### config.mk
export PLATFORM = sky130hd
export DESIGN_NAME = decode_stage
export DESIGN_NICKNAME = d
export VERILOG_FILES = /design/src/hw/rv_decode_pkg.sv /design/src/hw/imm_gen.sv /design/src/hw/alu_decode.sv /design/src/hw/csr_decode.sv /design/src/hw/ras_hint.sv /design/src/hw/decode_ctrl.sv /design/src/hw/decode_stage.sv
export SDC_FILE = /design/constraint.sdc
export NUM_CORES = 1
export LEC_CHECK = 0
export BUFFER_PORTS_ARGS = -buffer_cell sky130_fd_sc_hd__clkbuf_2
export CORE_ASPECT_RATIO = 2
export CORE_MARGIN = 10
export CORE_UTILIZATION = 56
export DETAILED_ROUTE_END_ITERATION = 6
export PLACE_DENSITY = 0.86
export SLEW_MARGIN = 20
export SYNTH_ARGS = -nofsm -noshare
export SYNTH_HDL_FRONTEND = slang
export SYNTH_SLANG_ARGS = --single-unit
### constraint.sdc
create_clock -name clock -period 2.48 [get_ports clock]
set_input_delay 0.124 -clock clock [delete_from_list [all_inputs] [get_ports clock]]
set_output_delay 0.124 -clock clock [all_outputs]
set_load 0.03 [all_outputs]
### src/hw/rv_decode_pkg.sv
package rv_decode_pkg;

  localparam int XLEN       = 32;
  localparam int REG_ADDR_W = 5;
  localparam int CSR_ADDR_W = 12;

  localparam logic [REG_ADDR_W-1:0] LINK_REG_A = 5'd1; // ra
  localparam logic [REG_ADDR_W-1:0] LINK_REG_B = 5'd5; // t0

  localparam logic [XLEN-1:0] NOP_INSTR = 32'h0000_0013; // addi x0,x0,0.

  localparam logic [CSR_ADDR_W-1:0] CSR_ECALL  = 12'h000;
  localparam logic [CSR_ADDR_W-1:0] CSR_EBREAK = 12'h001;
  localparam logic [CSR_ADDR_W-1:0] CSR_MRET   = 12'h302;
  localparam logic [CSR_ADDR_W-1:0] CSR_WFI    = 12'h105;

  localparam logic [6:0] FUNCT7_BASE   = 7'h00;
  localparam logic [6:0] FUNCT7_ALT    = 7'h20;
  localparam logic [6:0] FUNCT7_MULDIV = 7'h01;

  typedef enum logic [6:0] {
    opc_lui    = 7'b0110111,
    opc_auipc  = 7'b0010111,
    opc_jal    = 7'b1101111,
    opc_jalr   = 7'b1100111,
    opc_branch = 7'b1100011,
    opc_load   = 7'b0000011,
    opc_store  = 7'b0100011,
    opc_op_imm = 7'b0010011,
    opc_op     = 7'b0110011,
    opc_fence  = 7'b0001111,
    opc_system = 7'b1110011
  } opcode_e;

  typedef enum logic [2:0] {
    fmt_none, fmt_i, fmt_s, fmt_b, fmt_u, fmt_j, fmt_c
  } imm_fmt_e;

  typedef enum logic [3:0] {
    alu_none, alu_add, alu_sub, alu_sll, alu_slt, alu_sltu,
    alu_xor, alu_srl, alu_sra, alu_or, alu_and
  } alu_op_e;

  typedef enum logic [3:0] {
    md_none, md_mul, md_mulh, md_mulhsu, md_mulhu,
    md_div, md_divu, md_rem, md_remu
  } muldiv_op_e;

  typedef enum logic [3:0] {
    lsu_none, lsu_lb, lsu_lh, lsu_lw, lsu_lbu, lsu_lhu,
    lsu_sb, lsu_sh, lsu_sw
  } lsu_op_e;

  typedef enum logic [2:0] {
    bcu_none, bcu_beq, bcu_bne, bcu_blt, bcu_bge, bcu_bltu, bcu_bgeu
  } bcu_op_e;

  typedef enum logic [2:0] {
    csr_none, csr_rw, csr_rs, csr_rc, csr_rwi, csr_rsi, csr_rci
  } csr_op_e;

  typedef struct packed {
    logic [XLEN-1:0] imm;
    logic            wren;
    logic            rden1;
    logic            rden2;
    logic            cwren;
    logic            crden;
    logic            lui;
    logic            auipc;
    logic            jal;
    logic            jalr;
    logic            branch;
    logic            load;
    logic            store;
    logic            nop;
    logic            csreg;
    logic            mult;
    logic            division;
    logic            fence;
    logic            ecall;
    logic            ebreak;
    logic            mret;
    logic            wfi;
    logic            return_push;
    logic            return_pop;
    logic            jump_uncond;
    logic            jump_rest;
    logic            legal;
    alu_op_e         alu_op;
    muldiv_op_e      muldiv_op;
    bcu_op_e         bcu_op;
    lsu_op_e         lsu_op;
    csr_op_e         csr_op;
  } decode_out_t;

endpackage

### src/hw/imm_gen.sv
`timescale 1ns/1ns

module imm_gen (
  input  logic [rv_decode_pkg::XLEN-1:0] instr,
  input  rv_decode_pkg::imm_fmt_e        imm_fmt,
  output logic [rv_decode_pkg::XLEN-1:0] imm
);
  import rv_decode_pkg::*;

  logic [XLEN-1:0] imm_i;
  logic [XLEN-1:0] imm_s;
  logic [XLEN-1:0] imm_b;
  logic [XLEN-1:0] imm_u;
  logic [XLEN-1:0] imm_j;
  logic [XLEN-1:0] imm_c;

  assign imm_i = {{20{instr[31]}}, instr[31:20]};
  assign imm_s = {{20{instr[31]}}, instr[31:25], instr[11:7]};
  assign imm_b = {{19{instr[31]}}, instr[31], instr[7], instr[30:25], instr[11:8], 1'b0};
  assign imm_u = {instr[31:12], 12'h000};
  assign imm_j = {{11{instr[31]}}, instr[31], instr[19:12], instr[20], instr[30:21], 1'b0};
  assign imm_c = {27'h0, instr[19:15]}; // uimm sits in the rs1 field.

  always_comb begin
    case (imm_fmt)
      fmt_i:   imm = imm_i;
      fmt_s:   imm = imm_s;
      fmt_b:   imm = imm_b;
      fmt_u:   imm = imm_u;
      fmt_j:   imm = imm_j;
      fmt_c:   imm = imm_c;
      default: imm = '0;
    endcase
  end

endmodule

### src/hw/alu_decode.sv
`timescale 1ns/1ns

module alu_decode (
  input  logic [2:0]                  funct3,
  input  logic [6:0]                  funct7,
  input  logic                        is_op,
  input  logic                        is_op_imm,
  input  logic                        is_branch,
  input  logic                        is_load,
  input  logic                        is_store,
  output rv_decode_pkg::alu_op_e      alu_op,
  output rv_decode_pkg::muldiv_op_e   muldiv_op,
  output rv_decode_pkg::bcu_op_e      bcu_op,
  output rv_decode_pkg::lsu_op_e      lsu_op,
  output logic                        fn_legal
);
  import rv_decode_pkg::*;

  // Shared by OP with base funct7 and OP-IMM.
  function automatic alu_op_e base_op(input logic [2:0] f3);
    case (f3)
      3'd0:    return alu_add;
      3'd1:    return alu_sll;
      3'd2:    return alu_slt;
      3'd3:    return alu_sltu;
      3'd4:    return alu_xor;
      3'd5:    return alu_srl;
      3'd6:    return alu_or;
      default: return alu_and;
    endcase
  endfunction

  always_comb begin
    alu_op    = alu_none;
    muldiv_op = md_none;
    bcu_op    = bcu_none;
    lsu_op    = lsu_none;
    fn_legal  = 1'b1;
    if (is_op) begin
      case (funct7)
        FUNCT7_BASE: alu_op = base_op(funct3);
        FUNCT7_ALT: begin
          if (funct3 == 3'd0) alu_op = alu_sub;
          else if (funct3 == 3'd5) alu_op = alu_sra;
          else fn_legal = 1'b0;
        end
        FUNCT7_MULDIV: muldiv_op = muldiv_op_e'({1'b0, funct3} + 4'd1); // Same order as funct3.
        7'h04, 7'h05, 7'h10, 7'h14, 7'h24, 7'h30, 7'h34: fn_legal = 1'b0; // Old Zb* slots.
        default: ;
      endcase
    end
    if (is_op_imm) begin
      if (funct3 == 3'd1 && funct7 != FUNCT7_BASE) fn_legal = 1'b0;
      else if (funct3 == 3'd5 && funct7 == FUNCT7_ALT) alu_op = alu_sra;
      else if (funct3 == 3'd5 && funct7 != FUNCT7_BASE) fn_legal = 1'b0;
      else alu_op = base_op(funct3);
    end
    if (is_branch) begin
      case (funct3)
        3'd0:    bcu_op = bcu_beq;
        3'd1:    bcu_op = bcu_bne;
        3'd4:    bcu_op = bcu_blt;
        3'd5:    bcu_op = bcu_bge;
        3'd6:    bcu_op = bcu_bltu;
        3'd7:    bcu_op = bcu_bgeu;
        default: fn_legal = 1'b0;
      endcase
    end
    if (is_load) begin
      case (funct3)
        3'd0:    lsu_op = lsu_lb;
        3'd1:    lsu_op = lsu_lh;
        3'd2:    lsu_op = lsu_lw;
        3'd4:    lsu_op = lsu_lbu;
        3'd5:    lsu_op = lsu_lhu;
        default: fn_legal = 1'b0;
      endcase
    end
    if (is_store) begin
      case (funct3)
        3'd0:    lsu_op = lsu_sb;
        3'd1:    lsu_op = lsu_sh;
        3'd2:    lsu_op = lsu_sw;
        default: fn_legal = 1'b0;
      endcase
    end
  end

endmodule

### src/hw/csr_decode.sv
`timescale 1ns/1ns

module csr_decode (
  input  logic                                is_system,
  input  logic [2:0]                          funct3,
  input  logic [rv_decode_pkg::CSR_ADDR_W-1:0] csr_addr,
  input  logic                                rd_nonzero,
  input  logic [rv_decode_pkg::REG_ADDR_W-1:0] rs1_field,
  output logic                                cwren,
  output logic                                crden,
  output logic                                csr_wren,
  output rv_decode_pkg::csr_op_e              csr_op,
  output logic                                ecall,
  output logic                                ebreak,
  output logic                                mret,
  output logic                                wfi,
  output logic                                sys_legal
);
  import rv_decode_pkg::*;

  logic src_nonzero;

  assign src_nonzero = |rs1_field; // rs1 or uimm, same bits.

  always_comb begin
    csr_op    = csr_none;
    cwren     = 1'b0;
    crden     = 1'b0;
    ecall     = 1'b0;
    ebreak    = 1'b0;
    mret      = 1'b0;
    wfi       = 1'b0;
    sys_legal = 1'b1;
    if (is_system) begin
      case (funct3)
        3'd0: begin
          case (csr_addr)
            CSR_ECALL:  ecall = 1'b1;
            CSR_EBREAK: ebreak = 1'b1;
            CSR_MRET:   mret = 1'b1;
            CSR_WFI:    wfi = 1'b1;
            default:    sys_legal = 1'b0;
          endcase
        end
        3'd1:    csr_op = csr_rw;
        3'd2:    csr_op = csr_rs;
        3'd3:    csr_op = csr_rc;
        3'd5:    csr_op = csr_rwi;
        3'd6:    csr_op = csr_rsi;
        3'd7:    csr_op = csr_rci;
        default: ; // funct3 4 is reserved but passes.
      endcase
      if (csr_op == csr_rw || csr_op == csr_rwi) begin
        cwren = 1'b1;
        crden = rd_nonzero; // No read side effects for rd = x0.
      end else if (csr_op != csr_none) begin
        cwren = src_nonzero;
        crden = 1'b1;
      end
    end
  end

  assign csr_wren = rd_nonzero && csr_op != csr_none;

endmodule

### src/hw/ras_hint.sv
`timescale 1ns/1ns

module ras_hint (
  input  logic                                is_jal,
  input  logic                                is_jalr,
  input  logic [rv_decode_pkg::REG_ADDR_W-1:0] rd,
  input  logic [rv_decode_pkg::REG_ADDR_W-1:0] rs1,
  output logic                                return_push,
  output logic                                return_pop,
  output logic                                jump_uncond,
  output logic                                jump_rest
);
  import rv_decode_pkg::*;

  logic link_rd;
  logic link_rs1;

  assign link_rd  = rd == LINK_REG_A || rd == LINK_REG_B;
  assign link_rs1 = rs1 == LINK_REG_A || rs1 == LINK_REG_B;

  always_comb begin
    return_push = 1'b0;
    return_pop  = 1'b0;
    jump_uncond = 1'b0;
    jump_rest   = 1'b0;
    if (is_jal) begin
      if (link_rd) return_push = 1'b1; // Call.
      else if (rd == '0) jump_uncond = 1'b1;
      else jump_rest = 1'b1;
    end
    if (is_jalr) begin
      if (link_rd || link_rs1) begin
        return_push = link_rd;
        return_pop  = link_rs1 && (!link_rd || rd != rs1); // Coroutine swap pops too.
      end else begin
        jump_rest = 1'b1;
      end
    end
  end

endmodule

### src/hw/decode_ctrl.sv
`timescale 1ns/1ns

module decode_ctrl (
  input  logic [rv_decode_pkg::XLEN-1:0] instr,
  input  logic [rv_decode_pkg::XLEN-1:0] imm,
  input  rv_decode_pkg::alu_op_e         alu_op,
  input  rv_decode_pkg::muldiv_op_e      muldiv_op,
  input  rv_decode_pkg::bcu_op_e         bcu_op,
  input  rv_decode_pkg::lsu_op_e         lsu_op,
  input  logic                           fn_legal,
  input  rv_decode_pkg::csr_op_e         csr_op,
  input  logic                           cwren,
  input  logic                           crden,
  input  logic                           csr_wren,
  input  logic                           ecall,
  input  logic                           ebreak,
  input  logic                           mret,
  input  logic                           wfi,
  input  logic                           sys_legal,
  input  logic                           return_push,
  input  logic                           return_pop,
  input  logic                           jump_uncond,
  input  logic                           jump_rest,
  output rv_decode_pkg::imm_fmt_e        imm_fmt,
  output logic                           is_op,
  output logic                           is_op_imm,
  output logic                           is_branch,
  output logic                           is_load,
  output logic                           is_store,
  output logic                           is_system,
  output logic                           is_jal,
  output logic                           is_jalr,
  output rv_decode_pkg::decode_out_t     decoded
);
  import rv_decode_pkg::*;

  opcode_e     opcode;
  logic        rd_nonzero;
  logic        known;
  logic        is_nop;
  decode_out_t ctrl;

  assign opcode     = opcode_e'(instr[6:0]);
  assign rd_nonzero = |instr[11:7];
  assign is_nop     = instr == NOP_INSTR;

  // Opcode table.
  always_comb begin
    ctrl      = '0;
    imm_fmt   = fmt_none;
    is_op     = 1'b0;
    is_op_imm = 1'b0;
    is_branch = 1'b0;
    is_load   = 1'b0;
    is_store  = 1'b0;
    is_system = 1'b0;
    is_jal    = 1'b0;
    is_jalr   = 1'b0;
    known     = 1'b1;
    case (opcode)
      opc_lui: begin
        imm_fmt = fmt_u;
        ctrl.lui = 1'b1;
      end
      opc_auipc: begin
        imm_fmt = fmt_u;
        ctrl.auipc = 1'b1;
      end
      opc_jal: begin
        imm_fmt = fmt_j;
        is_jal = 1'b1;
      end
      opc_jalr: begin
        imm_fmt = fmt_i;
        is_jalr = 1'b1;
      end
      opc_branch: begin
        imm_fmt = fmt_b;
        is_branch = 1'b1;
      end
      opc_load: begin
        imm_fmt = fmt_i;
        is_load = 1'b1;
      end
      opc_store: begin
        imm_fmt = fmt_s;
        is_store = 1'b1;
      end
      opc_op_imm: begin
        imm_fmt = fmt_i;
        is_op_imm = 1'b1;
      end
      opc_op:     is_op = 1'b1;
      opc_fence:  ctrl.fence = instr[14:13] == 2'b00; // fence or fence.i.
      opc_system: begin
        imm_fmt = fmt_c;
        is_system = 1'b1;
      end
      default:    known = 1'b0;
    endcase
    ctrl.jal    = is_jal;
    ctrl.jalr   = is_jalr;
    ctrl.branch = is_branch;
    ctrl.load   = is_load;
    ctrl.store  = is_store;
    ctrl.wren   = rd_nonzero && (ctrl.lui || ctrl.auipc || is_jal || is_jalr
                                 || is_load || is_op_imm || is_op);
    ctrl.rden1  = is_jalr || is_branch || is_load || is_store || is_op_imm || is_op;
    ctrl.rden2  = is_branch || is_store || is_op;
  end

  // Merge sub-decoder results.
  always_comb begin
    decoded             = ctrl;
    decoded.imm         = imm;
    decoded.wren        = ctrl.wren || csr_wren;
    decoded.rden1       = ctrl.rden1 || csr_op inside {csr_rw, csr_rs, csr_rc};
    decoded.cwren       = cwren;
    decoded.crden       = crden;
    decoded.csreg       = csr_op != csr_none;
    decoded.mult        = muldiv_op inside {md_mul, md_mulh, md_mulhsu, md_mulhu};
    decoded.division    = muldiv_op inside {md_div, md_divu, md_rem, md_remu};
    decoded.ecall       = ecall;
    decoded.ebreak      = ebreak;
    decoded.mret        = mret;
    decoded.wfi         = wfi;
    decoded.return_push = return_push;
    decoded.return_pop  = return_pop;
    decoded.jump_uncond = jump_uncond;
    decoded.jump_rest   = jump_rest;
    decoded.legal       = known && fn_legal && sys_legal;
    decoded.nop         = is_nop;
    decoded.alu_op      = is_nop ? alu_none : alu_op;
    decoded.muldiv_op   = muldiv_op;
    decoded.bcu_op      = bcu_op;
    decoded.lsu_op      = lsu_op;
    decoded.csr_op      = csr_op;
  end

endmodule

### src/hw/decode_stage.sv
`timescale 1ns/1ns

module decode_stage (
  input  logic                           clock,
  input  logic                           rst,
  input  logic [rv_decode_pkg::XLEN-1:0] instr,
  input  logic                           in_valid,
  output rv_decode_pkg::decode_out_t     decode_out,
  output logic                           out_valid
);
  import rv_decode_pkg::*;

  decode_out_t     decoded;
  imm_fmt_e        imm_fmt;
  logic [XLEN-1:0] imm;
  alu_op_e         alu_op;
  muldiv_op_e      muldiv_op;
  bcu_op_e         bcu_op;
  lsu_op_e         lsu_op;
  csr_op_e         csr_op;
  logic            fn_legal;
  logic            sys_legal;
  logic            cwren;
  logic            crden;
  logic            csr_wren;
  logic            ecall;
  logic            ebreak;
  logic            mret;
  logic            wfi;
  logic            is_op;
  logic            is_op_imm;
  logic            is_branch;
  logic            is_load;
  logic            is_store;
  logic            is_system;
  logic            is_jal;
  logic            is_jalr;
  logic            return_push;
  logic            return_pop;
  logic            jump_uncond;
  logic            jump_rest;

  decode_ctrl u_ctrl (
    .instr(instr), .imm(imm), .alu_op(alu_op), .muldiv_op(muldiv_op),
    .bcu_op(bcu_op), .lsu_op(lsu_op), .fn_legal(fn_legal), .csr_op(csr_op),
    .cwren(cwren), .crden(crden), .csr_wren(csr_wren), .ecall(ecall),
    .ebreak(ebreak), .mret(mret), .wfi(wfi), .sys_legal(sys_legal),
    .return_push(return_push), .return_pop(return_pop),
    .jump_uncond(jump_uncond), .jump_rest(jump_rest), .imm_fmt(imm_fmt),
    .is_op(is_op), .is_op_imm(is_op_imm), .is_branch(is_branch),
    .is_load(is_load), .is_store(is_store), .is_system(is_system),
    .is_jal(is_jal), .is_jalr(is_jalr), .decoded(decoded)
  );

  imm_gen u_imm (.instr(instr), .imm_fmt(imm_fmt), .imm(imm));

  alu_decode u_alu (
    .funct3(instr[14:12]), .funct7(instr[31:25]), .is_op(is_op),
    .is_op_imm(is_op_imm), .is_branch(is_branch), .is_load(is_load),
    .is_store(is_store), .alu_op(alu_op), .muldiv_op(muldiv_op),
    .bcu_op(bcu_op), .lsu_op(lsu_op), .fn_legal(fn_legal)
  );

  csr_decode u_csr (
    .is_system(is_system), .funct3(instr[14:12]), .csr_addr(instr[31:20]),
    .rd_nonzero(|instr[11:7]), .rs1_field(instr[19:15]), .cwren(cwren),
    .crden(crden), .csr_wren(csr_wren), .csr_op(csr_op), .ecall(ecall),
    .ebreak(ebreak), .mret(mret), .wfi(wfi), .sys_legal(sys_legal)
  );

  ras_hint u_ras (
    .is_jal(is_jal), .is_jalr(is_jalr), .rd(instr[11:7]), .rs1(instr[19:15]),
    .return_push(return_push), .return_pop(return_pop),
    .jump_uncond(jump_uncond), .jump_rest(jump_rest)
  );

  always_ff @(posedge clock) begin
    if (rst) begin
      decode_out <= '0;
      out_valid  <= 1'b0;
    end else begin
      out_valid <= in_valid; // One-cycle strobe.
      if (in_valid) decode_out <= decoded;
    end
  end

endmodule

# --- Word-level counts from Yosys, hierarchy flattened ---
# Cells that the tools add are included.
totals:
  register_bits: 77
  out_inout_bits: 77
  elab_cells: 223
classes:
  addsub: 1
  eq_ne: 55
  mux: 84
  n_reduce_logical: 50
ops:
  columns: ["operator", "count"]
  rows:
  - ["$pmux W32 S6", 1]
  - ["$mux W1", 60]
  - ["$pmux W3 S6", 3]
  - ["$eq A7 B6 Y1 const B", 7]
  - ["$mux W4", 12]
  - ["$eq A32 B5 Y1 const B", 1]
  - ["$eq A7 B5 Y1 const B", 4]
  - ["$eq A7 B7 Y1 const B", 4]
  - ["$pmux W4 S7", 1]
  - ["$eq A3 B3 Y1 const B", 8]
  - ["$logic_or A1 B1 Y1", 20]
  - ["$eq A3 B2 Y1 const B", 6]
  - ["$eq A4 B3 Y1 const B", 4]
  - ["$pmux W3 S5", 1]
  - ["$reduce_or A5 Y1", 3]
  - ["$eq A7 B3 Y1 const B", 2]
  - ["$eq A12 B1 Y1 const B", 1]
  - ["$eq A12 B10 Y1 const B", 1]
  - ["$eq A12 B9 Y1 const B", 1]
  - ["$eq A3 B1 Y1 const B", 4]
  - ["$logic_not A12 Y1", 1]
  - ["$pmux W4 S3", 1]
  - ["$reduce_or A11 Y1", 1]
  - ["$eq A5 B1 Y1 const B", 2]
  - ["other kinds (26)", 41]

# --- Depth between registers and ports, before layout ---
logic_depth:
  ltp_word: 17
  mapped_depth: 8
  depth_no_buf: 7

# --- Cells and area by module ---
# A second synthesis with hierarchy kept.
unflattened:
  hier_cells: 597
  hier_area_um2: 4968.5
modules_own_cells:
  columns: ["mod", "instances", "cells_each", "area_per_inst_um2"]
  rows:
  - ["decode_stage", 1, 251, 2758.9]
  - ["decode_ctrl", 1, 143, 928.4]
  - ["alu_decode", 1, 86, 553.0]
  - ["imm_gen", 1, 74, 445.4]
  - ["csr_decode", 1, 33, 202.7]
  - ["ras_hint", 1, 10, 80.1]

# --- Worst setup path before layout ---
# No wires, ideal clock.
synth_path:
  path_type: "input port to flip-flop"
  startpoint: "input port instr[12] (netlist name)"
  endpoint: "register decode_out[15] (netlist name)"
  setup_ps: 117
  arrival_time_ps: 1631
  slack_ps: 732
  path_stages: 8
  path_buffers: 1
  path_cell_list: "inv_1 -> ha_1 -> clkbuf_1 -> nand2b_1 -> nor4_1 -> nor4b_4 -> and4b_1 -> a22o_1"
synth_between:
  elab_chain_len: 9
synth_lines:
  columns: ["item", "line_no", "source"]
  rows:
  - ["from (decl)", "decode_stage.sv:6", "input logic [rv_decode_pkg::XLEN-1:0] instr,"]
  - ["$eq A3 B3 Y1 (tied with other cells)", "alu_decode.sv:21", "case (f3)"]
  - ["$pmux W4 S7 / $mux W4 (equally long branches)", "alu_decode.sv:21, alu_decode.sv:43", null]
  - ["$pmux W4 S2", "alu_decode.sv:40", "case (funct7)"]
  - ["$mux W4", "alu_decode.sv:39", "if (is_op) begin"]
  - ["$mux W4", "alu_decode.sv:55", "else if (funct3 == 3'd5 && funct7 != FUNCT7_BASE) fn_legal = 1'b0;"]
  - ["$mux W4", "alu_decode.sv:54", "else if (funct3 == 3'd5 && funct7 == FUNCT7_ALT) alu_op = alu_sra;"]
  - ["$mux W4", "alu_decode.sv:53", "if (funct3 == 3'd1 && funct7 != FUNCT7_BASE) fn_legal = 1'b0;"]
  - ["$mux W4", "alu_decode.sv:52", "if (is_op_imm) begin"]
  - ["$mux W4 *", "decode_ctrl.sv:133", "decoded.alu_op = is_nop ? alu_none : alu_op;"]
  - ["to (signal assigned)", "decode_stage.sv:83", "if (in_valid) decode_out <= decoded;"]
  - ["to (decl)", "decode_stage.sv:8", "output rv_decode_pkg::decode_out_t decode_out,"]
# Mark *: on every way between the ends. The rest lies on a longest branch, timed or not.
# A chain may end at the register's enable or synchronous reset.

# --- Final worst setup path ---
# Same ends and word-level chain as after synthesis.

==> flow_metrics.py <==
metrics = {
    "job": {
        "max-cap-violations": 0,
    },
    "setup_path": {
        "startpoint_type": "input pin",
        "regToRegStartpoint": "decode_out[72]$_SDFFE_PP0P_",
        "crit_buf_inv": 2,
        "crit_start": "instr[12]",
        "crit_path_cell_trace": "clkbuf_2, inv_1, ha_1, nand2b_1, nor4_1, nor4b_4, and4b_1, a22o_1",
        "worst_setup_path_end_kind": "flop",
        "critPathSlowestCell": "ha_1",
        "path_delay_family": "simple AND/OR/NAND/NOR gates",
        "cp_max_fo": 9,
        "r2r_slack_ns": 1.72,
        "required_ns": 2.71,
        "crit_type": "in2reg",
        "path_depth": 8,
        "slowest_delay_ns": 0.34,
        "worstPathArrival_ns": 2.03,
        "r2r_end": "decode_out[72]$_SDFFE_PP0P_",
        "r2r_cells": 1,
    },
    "synthesis": {
        "synth_compound_area_frac": 0.228,
        "synthSimpleGateAreaFrac": 0.260,
        "synthAdderAreaFrac": 0.0230,
        "synthXorXnorAreaFrac": 0.0115,
        "synth_cell_types": 56,
        "synth_flop_cell": "dfxtp_1",
        "synth_nets": 505,
        "synth_mux_area_frac": 0.0296,
        "synthCells": 463,
        "syn_avg_cell_area_um2": 8.21,
        "synth_edf_count": 0,
        "netlist_area_mm2": 0.00380,
        "ys_warn_count": 0,
        "yosysSeqAreaShare": 0.406,
        "ys_async_sr_fraction": 0,
        "synth_seq_cells": 77,
        "synth_top_family_by_area": "simple AND/OR/NAND/NOR gates",
    },
    "sta": {
        "fin_crit_sh": 0.725,
        "slew_headroom": 0.667,
        "tns_ns": 0,
        "worst_pin_slew_ns": 0.496,
        "finalHoldViolCount": 0,
        "final-max-slew-violation-count": 0,
        "setup_viol": 0,
        "clock_skew_ns": 0,
        "fmax_ghz": 0.556,
        "min_period_ns": 1.80,
        "rsz0062_at_grt": "no",
    },
    "placement": {
        "post-dp-hpwl_mm": 10.2,
        "gp_congestion": 0.921,
        "dp_cells": 652,
        "port_buffers": 111,
        "placed_cell_area_mm2": 0.00450,
    },
    "detailed_routing": {
        "drtIter0Drc": 388,
        "via_per_inst": 6.17,
        "drc": 0,
        "via_count": 4121,
        "avgRoutedWirePerCell_um": 20.0,
        "first_pass_iters": 5,
        "wirelength_mm": 13.4,
        "antenna_left": 0,
    },
    "layout": {
        "utilization": 0.728,
        "final_common_cell": "clkbuf_2",
        "fillerInstances": 549,
        "n_antenna_cell": 0,
        "area_growth_pct": 26.8,
        "drive_gt1_frac": 0.274,
        "final_cell_area_mm2": 0.00482,
        "multiInputGateArea_mm2": 0.00210,
        "layout_common_cells": "clkbuf_2 (111), dfxtp_1 (77), nand2_1 (55), nor2_1 (48), a21oi_1 (40)",
        "ff_latch_area_mm2": 0.00154,
        "fin_cells": 668,
        "final_nets": 617,
    },
    "clock_tree": {
        "cts-root-buf": "clkbuf_16",
        "postCtsHoldBufs": 0,
        "cts_setup_buffers": 0,
        "cts_sinks": 77,
        "h-tree-depth": 3,
        "clk_latency_ns": 0.33,
        "cts_tree": "yes",
        "clkTransAtPathRegs_ns": 0.06,
        "numCtsBuffers": 9,
        "post_cts_resized": 0,
        "cts_max_path_buffers": 2,
    },
    "global_routing": {
        "grt_pass1_vias": 4228,
        "overflow": 0,
        "antenna_found_initial": 0,
        "grt_max_degree": 40,
        "grt_pass1_wl_mm": 21.7,
        "grt_usage": 0.253,
    },
    "die": {
        "fp-row-count": 42,
        "die_w_um": 78.2,
        "die_h_um": 136,
        "dieArea_mm2": 0.0107,
        "ios": 112,
        "core_mm2": 0.00662,
        "start_util": 0.574,
    },
    "hold_path": {
        "hold_depth": 2,
        "min_from": "instr[26]",
        "whs_endpoint": "decode_out[50]$_SDFFE_PP0P_",
        "hold_class": "in2reg",
    },
    "pwr": {
        "leakagePower_nw": 2.05,
        "pwr_density_cell_mw_per_mm2": 607,
        "vdd_drop_max_mv": 0.526,
    },
    "run_status": {
        "status": "finished clean",
    },
}
[logic make-up after synthesis]
| group | after synthesis |
|---|---|
| adder cells (fa/ha/maj) | 7 |
| AO/OA/AOI/OAI | 129 |
| XOR/XNOR | 5 |
| AND/OR/NAND/NOR | 193 |
| multiplexers | 11 |
| buffers and inverters | 41 |
| flip-flops | 77 |
[state kept, by name, indices dropped and copies added (netlist names)]
| signal | count |
|---|---|
| decode_out | 76 |
| out_valid | 1 |
[power by group]
| part | total (mW) | switching, mW | internal [mW] |
|---|---|---|---|
| sequential | 1.25 | 0.00402 | 1.24 |
| combinational | 0.299 | 0.205 | 0.0940 |
| clock | 1.38 | 0.500 | 0.878 |
| total | 2.93 | 0.709 | 2.22 |
[synth_stat cells, drive strengths merged (3+ instances only)]
master | number | area, µm²
a211o | 3 | 26.3
a21o | 3 | 22.5
a21oi | 41 | 209
a221o | 11 | 110
a222oi | 5 | 50.1
a22o | 11 | 96.3
a22oi | 7 | 52.6
and2 | 3 | 18.8
and3 | 5 | 31.3
buf | 8 | 35.0
clkbuf | 22 | 82.6
dfxtp | 77 | 1540
ha | 7 | 87.6
inv | 11 | 41.3
mux2i | 9 | 90.1
nand2 | 55 | 206
nand2b | 5 | 31.3
nand3 | 19 | 95.1
nand4b | 4 | 50.1
nor2 | 49 | 184
nor2b | 4 | 25.0
nor3 | 19 | 111
nor4 | 5 | 31.3
nor4b | 4 | 50.1
o211ai | 5 | 37.5
o21ai | 29 | 145
or2 | 4 | 25.0
or3 | 7 | 43.8
xor2 | 4 | 35.0
[metal layers]
layer / global-route usage / vias to the layer above / share of wire / wire length [µm]
met1: 0.252 / 1931 / 0.34 / 4600
met2: 0.458 / 225 / 0.53 / 7150
li1: - / 1907 / - / -
met4: 0.139 / 0 / 0.051 / 677
met5: 0 / - / 0 / 0
met3: 0.0703 / 58 / 0.071 / 950
[area by class of cell]
| class | instances | area share |
|---|---|---|
| clock buffer | 10 | 0.0475 |
| clock inverter | 6 | 0.0182 |
| inverter | 11 | 0.00857 |
| multi-input combinational | 345 | 0.436 |
| sequential | 77 | 0.320 |
| tap | 88 | 0.0229 |
| timing repair buffer | 131 | 0.146 |
[worst max-delay path by stage]
| stage | end | slack, ns |
|---|---|---|
| final | decode_out[15]$_SDFFE_PP0P_ | 0.68 |
| after global routing | decode_out[15]$_SDFFE_PP0P_ | 0.49 |
| after CTS | decode_out[15]$_SDFFE_PP0P_ | 0.70 |
| after detailed placement | decode_out[15]$_SDFFE_PP0P_ | 0.38 |
| after global placement | decode_out[15]$_SDFFE_PP0P_ | 0.44 |
| after floorplan | decode_out[15]$_SDFFE_PP0P_ | 0.73 |
[through the flow]
step	total power, mW	hold WS [ns]	setup WS [ns]
4_1_cts	2.93	0.0865	0.702
5_1_grt	3.01	0.0983	0.494
3_3_place_gp	1.56	0.413	0.444
2_1_floorplan	1.45	0.257	0.732
3_5_place_dp	1.57	0.418	0.376
6_report	2.93	0.0908	0.682
(Power assumes the default switching activity.)
